### config.mk
export PLATFORM = sky130hd
export DESIGN_NAME = history_updater
export DESIGN_NICKNAME = d
export VERILOG_FILES = /design/src/rtl/flow_cfg_pkg.sv /design/src/rtl/flow_types_pkg.sv /design/src/rtl/history_updater.sv
export SDC_FILE = /design/constraint.sdc
export NUM_CORES = 1
export LEC_CHECK = 0
export ABC_CLOCK_PERIOD_IN_PS = 20800
export BUFFER_PORTS_ARGS = -buffer_cell sky130_fd_sc_hd__buf_2
export CORE_AREA = 5 5 207 209
export DETAILED_ROUTE_END_ITERATION = 10
export DIE_AREA = 0 0 212 214
export HOLD_SLACK_MARGIN = 0.15
export MAX_ROUTING_LAYER = met4
export PLACE_DENSITY = 0.42
export SETUP_SLACK_MARGIN = 0.5
export SYNTH_ARGS = -nofsm -noshare
export SYNTH_HDL_FRONTEND = slang
export SYNTH_SLANG_ARGS = --single-unit
### constraint.sdc
create_clock -name clk -period 20.8 [get_ports clk]
set_input_delay 1.04 -clock clk [delete_from_list [all_inputs] [get_ports clk]]
set_output_delay 1.04 -clock clk [all_outputs]
set_load 0.005 [all_outputs]
### src/rtl/flow_cfg_pkg.sv
`default_nettype none

package flow_cfg_pkg;

  // field widths
  localparam int seq_w     = 32;  // seq or ack number
  localparam int ts_w      = 64;  // free-running timestamp
  localparam int flow_id_w = 22;  // id from the flow table
  localparam int addr_w    = 10;  // low id bits index the history RAMs

  // history lengths per direction
  localparam int tx_hist_len = 2;
  localparam int rx_hist_len = 3;

  // fifo depths as log2
  localparam int state_fifo_depth_bits = 8;
  localparam int id_fifo_depth_bits    = 4;  // lookups arrive slower than state words
  localparam int snap_fifo_depth_bits  = 6;

endpackage

`default_nettype wire

### src/rtl/flow_types_pkg.sv
`default_nettype none

package flow_types_pkg;

  // flow table lookup result
  typedef struct packed {
    logic                                 match;
    logic [flow_cfg_pkg::flow_id_w-1:0]   id;
  } lookup_t;

  // tx history, index 0 is the newest entry
  typedef struct packed {
    logic [flow_cfg_pkg::tx_hist_len-1:0][flow_cfg_pkg::ts_w-1:0]  ts;
    logic [flow_cfg_pkg::tx_hist_len-1:0][flow_cfg_pkg::seq_w-1:0] seq;
  } tx_hist_t;

  // rx history, same layout with ack numbers
  typedef struct packed {
    logic [flow_cfg_pkg::rx_hist_len-1:0][flow_cfg_pkg::ts_w-1:0]  ts;
    logic [flow_cfg_pkg::rx_hist_len-1:0][flow_cfg_pkg::seq_w-1:0] ack;
  } rx_hist_t;

  // both histories of one flow
  typedef struct packed {
    logic [flow_cfg_pkg::flow_id_w-1:0] id;
    tx_hist_t                           tx;
    rx_hist_t                           rx;
  } snapshot_t;

  // updater fsm
  typedef enum logic [2:0] {
    upd_idle,
    upd_read0,
    upd_read1,
    upd_write,
    upd_drop   // unmatched pair being popped
  } upd_state_e;

  // snapshot reader fsm
  typedef enum logic [1:0] {
    snap_idle,
    snap_read0,
    snap_read1,
    snap_emit
  } snap_state_e;

endpackage

`default_nettype wire

### src/rtl/history_updater.sv
`timescale 1ns/100ps
`default_nettype none

module history_updater #(
  parameter  int hist_len = flow_cfg_pkg::tx_hist_len,
  localparam int hist_w   = hist_len * (flow_cfg_pkg::seq_w + flow_cfg_pkg::ts_w)
) (
  input  logic                               clk,
  input  logic                               rst_n,

  // head of the lookup and state fifos
  input  flow_types_pkg::lookup_t            lookup,
  input  logic                               lookup_empty,
  input  logic [flow_cfg_pkg::seq_w-1:0]     state_word,
  input  logic                               state_empty,
  output logic                               pop,  // pops both fifos together

  input  logic [flow_cfg_pkg::ts_w-1:0]      ts,

  // port A of the history ram
  output logic                               ram_we,
  output logic [flow_cfg_pkg::addr_w-1:0]    ram_addr,
  output logic [hist_w-1:0]                  ram_din,
  input  logic [hist_w-1:0]                  ram_dout,

  output logic                               done_vld,
  output logic [flow_cfg_pkg::flow_id_w-1:0] done_id
);

  // same layout as tx_hist_t and rx_hist_t, sized by hist_len
  typedef struct packed {
    logic [hist_len-1:0][flow_cfg_pkg::ts_w-1:0]  ts;
    logic [hist_len-1:0][flow_cfg_pkg::seq_w-1:0] word;
  } hist_t;

  flow_types_pkg::upd_state_e state;
  hist_t                      old_hist;
  hist_t                      new_hist;
  logic                       pair_rdy;

  // pairing is by arrival order, so both heads must be present
  assign pair_rdy = !lookup_empty && !state_empty;

  assign old_hist = ram_dout;

  // age every entry by one, oldest falls off the top
  always_comb begin
    new_hist.word = {old_hist.word[hist_len-2:0], state_word};
    new_hist.ts   = {old_hist.ts[hist_len-2:0], ts};
  end

  always_ff @(posedge clk) begin
    if (!rst_n) begin
      state    <= flow_types_pkg::upd_idle;
      pop      <= 1'b0;
      ram_we   <= 1'b0;
      done_vld <= 1'b0;
    end else begin
      pop      <= 1'b0;
      ram_we   <= 1'b0;
      done_vld <= 1'b0;
      case (state)
        flow_types_pkg::upd_idle: begin
          if (pair_rdy) begin
            if (lookup.match) begin
              state <= flow_types_pkg::upd_read0;  // addr goes out this edge
            end else begin
              pop   <= 1'b1;  // discard pair, ram untouched
              state <= flow_types_pkg::upd_drop;
            end
          end
        end
        flow_types_pkg::upd_read0: begin
          state <= flow_types_pkg::upd_read1;  // ram latching addr
        end
        flow_types_pkg::upd_read1: begin
          pop      <= 1'b1;  // old history valid now
          ram_we   <= 1'b1;
          done_vld <= 1'b1;
          state    <= flow_types_pkg::upd_write;
        end
        flow_types_pkg::upd_write: begin
          state <= flow_types_pkg::upd_idle;
        end
        flow_types_pkg::upd_drop: begin
          state <= flow_types_pkg::upd_idle;
        end
        default: begin
          state <= flow_types_pkg::upd_idle;
        end
      endcase
    end
  end

  // address and write data
  always_ff @(posedge clk) begin
    if (state == flow_types_pkg::upd_idle) begin
      ram_addr <= lookup.id[flow_cfg_pkg::addr_w-1:0];
    end
    if (state == flow_types_pkg::upd_read1) begin
      ram_din <= new_hist;
      done_id <= lookup.id;  // full id, not just the ram index
    end
  end

endmodule

`default_nettype wire

==> impl_summary.txt, run 1 <==
----------------------------------------------------
[Outcome]
  Outcome ... completed

[Setup path]
  Type of the worst setup path ... register to register
  Worst EP required ... 20.95 ns
  Capturing point of the worst reg2reg path ... done_id[14]
  Max Fanout on Critical Path ... 64
  Data arrival time of the critical path ... 2.68 ns
  Flop-to-flop setup slack ... 18.27 ns
  CP startpoint kind ... register
  Launch instance of the worst register-to-register path ... state[1]
  Worst Reg2Reg Path Length in Cells ... 3
  Crit. End Element ... register

[Global routing]
  Pin count of the biggest net entering global routing ... 73
  Antenna violations before repair ... 5
  Global-route wire length before repair ... 29000 um
  Global route total overflow ... 0
  Total track usage ... 8.74%
  Via count of the first global-routing pass ... 4627

[Power]
  Leakage power ... 4.29 nW
  Worst vdd ir ... 54.5 uV
  Power density over the cells ... 96.2 nW/um^2

[Floorplanning]
  Y dimension of the die ... 214 um
  Num rows ... 74
  Initial cell density of the core ... 17.0%
  Placeable core area ... 40600 um^2
  Number of top-level design ports ... 542
  Die span in x ... 212 um
  Die area ... 45400 um^2

[Placed design]
  RePlAce Congestion ... 0.750
  Total of buffers placed on input and output ports ... 445
  Setup slack at placement ... 18.18 ns
  Detail Placement HPWL ... 15800 um

[Routing]
  Number of violations reported at the end of detailed-routing iteration 0 ... 208
  Antenna Nets Post-Route ... 0
  Average detailed-routed wire length per instance ... 16.3 um
  Average via count per standard cell ... 3.35
  Sum of met3 wire segment lengths after detailed routing ... 2160 um
  Met1 Wirelength ... 7130 um
  Detailed-route via count ... 4261
  Remaining routing DRC violations ... 0
  Pre-antenna DRT Iters ... 4
  Wire length after detailed routing ... 20700 um
  Met2 wire length ... 10700 um
  Highest layer used for signal routing ... met4

[Yosys]
  Count of unique library cells instantiated by Yosys ... 10
  Part of the Yosys area used for sequential elements ... 98.6%
  Post-Synthesis Net Count ... 556
  Number of warnings printed during yosys synthesis ... 0
  Syn Area/Cell ... 28.7 um^2
  Cell area after technology mapping ... 6920 um^2
  Flops & latches, synth ... 229
  Cell count after synthesis ... 241

[Timing]
  Setup repair after global routing missed its margin ... no
  Final-report max-slew violation count ... 0
  FMAX ... 0.396 GHz
  Worst-case setup margin in the final layout ... 18.27 ns
  Finish-stage setup viols ... 0
  Number of hold violations in the final report ... 0
  Final critical-path required period ... 2.53 ns
  Total negative setup slack ... 0 ns
  Final setup skew ... 0.0155 ns
  Final worst-path cycle share ... 12.2%
  Pin slew with the least headroom to its limit ... 0.947 ns
  Slew Limit Headroom ... 36.9%

[Final layout]
  Total of fill cells in the finished design ... 4227
  Nets ... 1034
  Layout-stage area growth over the synthesis result ... 53.9%
  Fraction of final layout cells with drive strength greater than 1 ... 66.4%

[Clocking]
  Clock tree from TritonCTS ... built
  CTS sink count ... 229
  Number of H-tree levels ... 1
  Number of post-CTS setup repair buffers ... 0
  Clock input transition at the sequential cells of the worst setup and hold paths ... 0.06 ns
  Count of hold-fix buffers inserted at cts ... 0
  Post-cts resize count ... 0
  Clock Tree Buf Depth ... 3
  Clock latency on the worst-skew pair ... 0.54 ns
  Number of CTS-inserted buffers ... 27
  Root cell of the clock tree ... sky130_fd_sc_hd__clkbuf_16

[Worst hold path]
  Worst Hold Endpoint ... state[1]
  Launch point of the worst hold path ... state[2]
  Worst hold path stage count ... 1
  Type of the tightest min-delay check ... register to register

[Flow run]
  Maximum Capacitance Violations ... 0

----------------------------------------------------
## final cells by class
type	instances	area [um^2]	area share [%]
Antenna cell	5	12.5	0.117
Multi-Input combinational cell	11	100	0.939
Timing Repair Buffer	450	2260	21.3
Sequential cell	229	6830	64.1
Tap cell	532	666	6.25
Clock inverter	12	87.6	0.822
Clock buffer	33	698	6.55
## worst max-delay path, cell delays in order (launching register included)
cell                      delay [ns]
sky130_fd_sc_hd__dfxtp_1        0.44
sky130_fd_sc_hd__nor3b_2        0.25
sky130_fd_sc_hd__buf_4          0.61
sky130_fd_sc_hd__buf_4          0.76
## report_power, final
group	internal, mW	switching, mW
sequential	0.533	0.00452
clock	0.249	0.181
combinational	0.0275	0.0308
## layout by cell type, fill, tap and decap left out, types with 2 or more instances in the layout
cell type                   instances
sky130_fd_sc_hd__clkinv_1           6
sky130_fd_sc_hd__clkbuf_1           6
sky130_fd_sc_hd__clkbuf_16         27
sky130_fd_sc_hd__nor3b_2            3
sky130_fd_sc_hd__clkinv_2           3
sky130_fd_sc_hd__o21a_1             2
sky130_fd_sc_hd__buf_2            445
sky130_fd_sc_hd__edfxtp_1         224
sky130_fd_sc_hd__buf_4              5
sky130_fd_sc_hd__diode_2            5
sky130_fd_sc_hd__dfxtp_1            5
## synth_stat cells
cell	instances	area share [%]
sky130_fd_sc_hd__dfxtp_1	5	1.4
sky130_fd_sc_hd__edfxtp_1	224	97
sky130_fd_sc_hd__nor3b_1	2	0.22
sky130_fd_sc_hd__nor3b_2	2	0.36
sky130_fd_sc_hd__and3b_1	1	0.13
sky130_fd_sc_hd__nor3_1	2	0.14
sky130_fd_sc_hd__and2_2	1	0.11
sky130_fd_sc_hd__o21a_1	2	0.22
sky130_fd_sc_hd__buf_4	1	0.11
sky130_fd_sc_hd__xnor2_1	1	0.13
## sequential cells by signal, summed over array words and instances, names as in the netlist
| register | flops |
|---|---|
| done_id | 22 |
| ram_din | 192 |
| done_vld | 1 |
| ram_addr | 10 |
| state | 3 |
| pop | 1 |
## layer usage
| metal | GRT usage [%] | up-vias |
|---|---|---|
| met3 | 3.34 | 35 |
| met1 | 9.06 | 2012 |
| met5 | - | - |
| met2 | 15.1 | 260 |
| met4 | 3.11 | 0 |
| li1 | - | 1954 |
## metrics by stage
| stage | hold slack, ns | cells | utilization (%) | total power [mW] | area (um^2) |
|---|---|---|---|---|---|
| floorplan | 0.474 | 241 | - | 0.572 | 6920 |
| global placement | 0.524 | 1222 | 24.3 | 0.607 | 9860 |
| detailed placement | 0.539 | 1222 | 24.3 | 0.608 | 9860 |
| CTS | 0.551 | 1267 | 26.2 | 1.05 | 10600 |
| global route | 0.583 | 1272 | 26.2 | 1.08 | 10700 |
| finish | 0.548 | 1272 | 26.2 | 1.03 | 10700 |
## worst max path at each step
stage / from / to / slack [ns] / cells after the start
2_1_floorplan: state[1] / done_id[0] / 3.81 / 1
3_3_place_gp: state[1] / done_id[14] / 18.20 / 3
3_5_place_dp: state[1] / ram_din[147] / 18.18 / 3
4_1_cts: state[1] / done_id[14] / 18.18 / 3
5_1_grt: state[1] / ram_din[188] / 18.01 / 3
6_report: state[1] / done_id[14] / 18.27 / 3
## kinds of logic after synthesis
kind of cell	Yosys count	share of synthesized area, %
and+or+nand+nor	8	0.958
AOI/OAI and AO/OA	2	0.217
DFF	229	98.6
xor gates and xnor gates	1	0.127
buffers and inverters	1	0.108
No activity file was read; power rests on OpenSTA's default activity.
==> inputs of run 2 (changes only) <==
- ABC_CLOCK_PERIOD_IN_PS: 20800 -> 2100
- PLACE_DENSITY: 0.42 -> 0.44
- clock period: 20.8 -> 2.1 ns (I/O delays scaled with it)
==> run 2 against run 1 <==
Clock-buffer cell count decreased by 4. Non-clock buffer count increased by 222. Sequential power increased to 9.9 times the previous value. Utilization increased by 5.8 points. Die area unchanged. Critical path type unchanged. Critical endpoint is now ram_din[169]. Largest power group unchanged.
==> impl_summary.txt, run 2 (synthesis gave the netlist of run 1 again) <==
----------------------------------------------------
[Outcome]
  Outcome ... completed

[Floorplanning]
  Num rows ... 74
  Initial cell density of the core ... 17.0%
  Y dimension of the die ... 214 um
  Number of top-level design ports ... 542
  Placeable core area ... 40600 um^2
  Die span in x ... 212 um
  Die area ... 45400 um^2

[Setup path]
  Cell family contributing the most delay on the critical path ... buffers and inverters
  Stages on the worst setup path ... 3
  Critical Path Source ... state[1]
  Crit. End Element ... register
  Cells along the critical path ... nor3b_4, buf_12, buf_16
  Max Fanout on Critical Path ... 66
  Flop-to-flop setup slack ... 0.54 ns
  Type of the worst setup path ... register to register
  Cell at the slowest stage of the critical path ... sky130_fd_sc_hd__dfxtp_2
  Count of buffer and inverter cells on the critical path ... 2
  Worst EP required ... 2.29 ns
  Launch instance of the worst register-to-register path ... state[1]
  Worst Reg2Reg Path Length in Cells ... 3
  Capturing point of the worst reg2reg path ... ram_din[169]
  CP startpoint kind ... register
  Data arrival time of the critical path ... 1.75 ns
  Maximum single-stage delay on the critical path ... 0.39 ns

[Final layout]
  Number of flip-flops under the largest register name ... 192
  Total of fill cells in the finished design ... 3999
  Final std cell area, no fill ... 13000 um^2
  Fraction of final layout cells with drive strength greater than 1 ... 52.1%
  Layout-stage area growth over the synthesis result ... 88.0%
  Largest registers ... ram_din (192), done_id (22), ram_addr (10)
  Largest register by flop count ... ram_din
  Filler-free cell count of the finished design ... 1494
  Leading cell types in the layout, fill and taps excluded ... sky130_fd_sc_hd__buf_2 (445), sky130_fd_sc_hd__edfxtp_1 (224), sky130_fd_sc_hd__dlygate4sd3_1 (219)
  Most frequent standard cell in the layout excluding fill and tap cells ... sky130_fd_sc_hd__buf_2
  Nets ... 1255

[Routing]
  Pre-antenna DRT Iters ... 4
  Detailed-route via count ... 5094
  Antenna Nets Post-Route ... 0
  Average detailed-routed wire length per instance ... 15.2 um
  Remaining routing DRC violations ... 0
  Average via count per standard cell ... 3.41
  Number of violations reported at the end of detailed-routing iteration 0 ... 223
  Wire length after detailed routing ... 22700 um

[Global routing]
  Pin count of the biggest net entering global routing ... 67
  Total track usage ... 9.69%
  Via count of the first global-routing pass ... 5795
  Global route total overflow ... 0
  Global-route wire length before repair ... 33200 um
  Antenna violations before repair ... 4

[Timing]
  Final worst-path cycle share ... 74.3%
  Slew Limit Headroom ... 77.2%
  Setup repair after global routing missed its margin ... yes
  Finish-stage setup viols ... 0
  Total negative setup slack ... 0 ns
  Worst-case setup margin in the final layout ... 0.539 ns
  FMAX ... 0.640 GHz
  Pin slew with the least headroom to its limit ... 0.342 ns
  Number of hold violations in the final report ... 0
  Final-report max-slew violation count ... 0
  Final critical-path required period ... 1.56 ns
  Final setup skew ... 0.0105 ns

[Placed design]
  RePlAce Congestion ... 0.710
  Setup slack at placement ... 0.495 ns
  Area after DPL ... 9940 um^2
  Post-Place Cells ... 1225
  Total of buffers placed on input and output ports ... 445
  Detail Placement HPWL ... 16300 um

[Clocking]
  CTS sink count ... 229
  Number of H-tree levels ... 1
  Clock input transition at the sequential cells of the worst setup and hold paths ... 0.06 ns
  Number of CTS-inserted buffers ... 26
  Clock latency on the worst-skew pair ... 0.53 ns
  Clock tree from TritonCTS ... built
  Clock Tree Buf Depth ... 3
  Root cell of the clock tree ... sky130_fd_sc_hd__clkbuf_16

[Power]
  Leakage power ... 5.28 nW
  Power density over the cells ... 831 nW/um^2
  Worst vdd ir ... 556 uV

[Worst hold path]
  Worst Hold Endpoint ... ram_din[100]
  Launch point of the worst hold path ... ts[36]
  Worst hold path stage count ... 2
  Type of the tightest min-delay check ... primary input to register

[Flow run]
  Maximum Capacitance Violations ... 0

----------------------------------------------------
run 2: cell types whose count changed in the layout (fill, tap and decap cells not counted), sizes merged, moves of 3 or more:
cell,delta
buf,+3
clkinv,+5
clkbuf,-4
bufinv,+3
dlygate4sd3,+219
diode,-3
run 2: layout make-up:
type	instances	area, um^2	area share, %
diodes	2	5.00	0.0385
clock buffers	29	683	5.25
clock inverters	19	190	1.46
multi-input cells	11	106	0.817
flip-flops and latches	229	6830	52.5
well taps	532	666	5.11
repair buffers	672	4540	34.9
run 2: report_power, final:
group / internal (mW) / total [mW] / switching [mW]
combinational: 0.561 / 0.936 / 0.374
sequential: 5.27 / 5.33 / 0.0525
clock: 2.82 / 4.56 / 1.74
total: 8.65 / 10.8 / 2.17
run 2: worst max path at each step:
stage,end,slack (ns)
floorplan,done_id[0],-4.12
global placement,ram_din[87],0.51
detailed placement,ram_din[169],0.49
CTS,ram_din[77],0.51
global route,ram_din[88],0.44
finish,ram_din[169],0.54
run 2: timing repair:
| item | 4_1_cts | 5_1_grt |
|---|---|---|
| hold endpoints to repair | 229 | 0 |
| setup endpoints to repair | 42 | 123 |
| resized for setup | 1 | 0 |
| hold buffers | 219 | 0 |
| setup buffers | 0 | 0 |
run 2: layer usage:
layer,up-vias,part of all wire (%),GRT usage (%)
li1,2390,-,-
met1,2392,37,10.4
met2,278,51,17.1
met3,34,9.8,2.96
met4,0,2.3,2.98
met5,-,0,-
run 2: metrics by stage:
stage	power [mW]	utilization [%]	hold WS (ns)
final	10.8	32.0	0.285
after global routing	11.3	32.0	0.263
after CTS	11.0	32.0	0.236
after detailed placement	6.04	24.5	0.283
after global placement	6.03	24.5	0.281
after floorplan	5.58	-	0.204
==> inputs of run 3 (changes only) <==
- ABC_CLOCK_PERIOD_IN_PS: 2100 -> 1500
- PLACE_DENSITY: 0.44 -> 0.42
- clock period: 2.1 -> 1.5 ns (I/O delays scaled with it)
==> run 3 against run 2 <==
Non-clock buffer count up 37. Highest routed layer unchanged. Utilization increased by 1.6 points. Cell count is 2.3% higher. Critical endpoint is now ram_din[145]. Combinational power up 72%. Total power is 40% higher. Routed wire length increased by 5.3%.
==> impl_summary.txt, run 3 (synthesis gave the netlist of run 1 again) <==
----------------------------------------------------
[Final layout]
  Finished Core Util ... 33.6%
  Fraction of final layout cells with drive strength greater than 1 ... 53.7%
  Largest registers ... ram_din (192), done_id (22), ram_addr (10)
  Most frequent standard cell in the layout excluding fill and tap cells ... sky130_fd_sc_hd__buf_2
  Filler-free cell count of the finished design ... 1528
  Number of flip-flops under the largest register name ... 192
  Final std cell area, no fill ... 13700 um^2
  Total of fill cells in the finished design ... 3995
  Largest register by flop count ... ram_din
  Layout-stage area growth over the synthesis result ... 97.2%
  Nets ... 1292
  Leading cell types in the layout, fill and taps excluded ... sky130_fd_sc_hd__buf_2 (442), sky130_fd_sc_hd__edfxtp_1 (224), sky130_fd_sc_hd__dlygate4sd3_1 (218)

[Timing]
  Slew Limit Headroom ... 79.1%
  Number of hold violations in the final report ... 0
  Final critical-path required period ... 1.40 ns
  Pin slew with the least headroom to its limit ... 0.310 ns
  FMAX ... 0.715 GHz
  Final worst-path cycle share ... 93.2%
  Setup repair after global routing missed its margin ... yes
  Final setup skew ... 0.0113 ns
  Finish-stage setup viols ... 0
  Worst slack on hold paths ... 0.246 ns
  Final-report max-slew violation count ... 0

[Floorplanning]
  Number of top-level design ports ... 542
  Placeable core area ... 40600 um^2
  Die area ... 45400 um^2
  Initial cell density of the core ... 17.0%
  Num rows ... 74
  Die span in x ... 212 um
  Y dimension of the die ... 214 um

[Power]
  Total net switching power ... 3.06 mW
  Leakage power ... 5.56 nW
  Total internal power ... 12.1 mW
  Power density over the cells ... 1110 nW/um^2
  Share of total power in combinational logic ... 10.6%
  Relative contribution of sequential cells to total power ... 49.1%
  Worst vdd ir ... 824 uV
  Switching portion of total power ... 20.2%
  Clock share of power ... 40.3%
  Design Power ... 15.2 mW

[Placed design]
  Detail Placement HPWL ... 17000 um
  Area after DPL ... 10100 um^2
  RePlAce Congestion ... 0.717
  Post-Place Cells ... 1246
  Total of buffers placed on input and output ports ... 445

[Routing]
  Remaining routing DRC violations ... 0
  Detailed-route via count ... 5255
  Antenna Nets Post-Route ... 0
  Pre-antenna DRT Iters ... 4
  Average detailed-routed wire length per instance ... 15.7 um
  Average via count per standard cell ... 3.44
  Wire length after detailed routing ... 23900 um
  Highest layer used for signal routing ... met4
  Met1 Wirelength ... 9110 um
  Number of violations reported at the end of detailed-routing iteration 0 ... 126
  Met2 wire length ... 12100 um
  Sum of met3 wire segment lengths after detailed routing ... 2170 um

[Setup path]
  Max Fanout on Critical Path ... 11
  Data arrival time of the critical path ... 1.64 ns
  Crit. End Element ... register
  Maximum single-stage delay on the critical path ... 0.33 ns
  Cell family contributing the most delay on the critical path ... buffers and inverters
  Count of buffer and inverter cells on the critical path ... 3
  CP startpoint kind ... register
  Cell at the slowest stage of the critical path ... sky130_fd_sc_hd__dfxtp_2
  Cells along the critical path ... nor3b_4, buf_12, buf_16, clkbuf_16
  Worst EP required ... 1.74 ns
  Type of the worst setup path ... register to register

[Clocking]
  Clock Tree Buf Depth ... 3
  Clock latency on the worst-skew pair ... 0.53 ns
  Clock tree from TritonCTS ... built
  Root cell of the clock tree ... sky130_fd_sc_hd__clkbuf_16
  CTS sink count ... 229
  Number of CTS-inserted buffers ... 26
  Clock input transition at the sequential cells of the worst setup and hold paths ... 0.06 ns
  Number of H-tree levels ... 1

[Global routing]
  Global-route wire length before repair ... 34300 um
  Via count of the first global-routing pass ... 5922
  Global route total overflow ... 0
  Total track usage ... 10.0%
  Antenna violations before repair ... 1
  Pin count of the biggest net entering global routing ... 25

[Outcome]
  Outcome ... completed

[Flow run]
  Maximum Capacitance Violations ... 0

[Worst hold path]
  Type of the tightest min-delay check ... primary input to register

----------------------------------------------------
-- run 3: routing by layer --
layer | vias up | global-route usage, %
met5 | - | -
met4 | 0 | 2.49
met3 | 33 | 3.26
met2 | 256 | 17.7
met1 | 2492 | 10.9
li1 | 2474 | -
-- run 3: repair_timing --
| action | in CTS | in global routing |
|---|---|---|
| hold buffers | 218 | 0 |
| endpoints found under the setup margin | 451 | 454 |
| resized for setup | 41 | 19 |
| endpoints found under the hold margin | 229 | 0 |
| pin swaps | 2 | 1 |
| setup buffers | 9 | 1 |
| cloned | 4 | 3 |
-- run 3: cell type report --
cell class	instances	area, um^2	area share, %
flip-flops and latches	229	6830	50.0
repair buffers	709	5210	38.2
clock inverters	9	90.1	0.660
well taps	532	666	4.87
multi-input cells	11	119	0.870
diodes	1	2.50	0.0183
clock buffers	37	733	5.37
-- run 3: power groups by stage --
stage	Combinational, mW	Clock [mW]	Sequential (mW)
3_3_place_gp	0.942	0	7.57
5_1_grt	1.74	6.62	7.47
4_1_cts	1.57	6.39	7.45
6_report	1.61	6.10	7.45
3_5_place_dp	0.954	0	7.58
2_1_floorplan	0.134	0	7.68
-- run 3: path summary, 6_finish.rpt --
| kind | startpoint | depth (start not counted) | slack (ns) | end |
|---|---|---|---|---|
| worst max register to register | state[0] | 4 | 0.10 | ram_din[145] |
| worst max-delay path | state[0] | 4 | 0.10 | ram_din[145] |
| worst min-delay path | ram_dout[67] | 2 | 0.25 | ram_din[131] |
| worst min register to register | state[2] | 2 | 0.59 | state[1] |
-- run 3: through the flow --
stage,TNS [ns],setup WS (ns)
after detailed placement,0,0.0588
after global routing,0,0.0594
after global placement,0,0.0669
final,0,0.101
after floorplan,-1009.55,-4.72
after CTS,0,0.0933
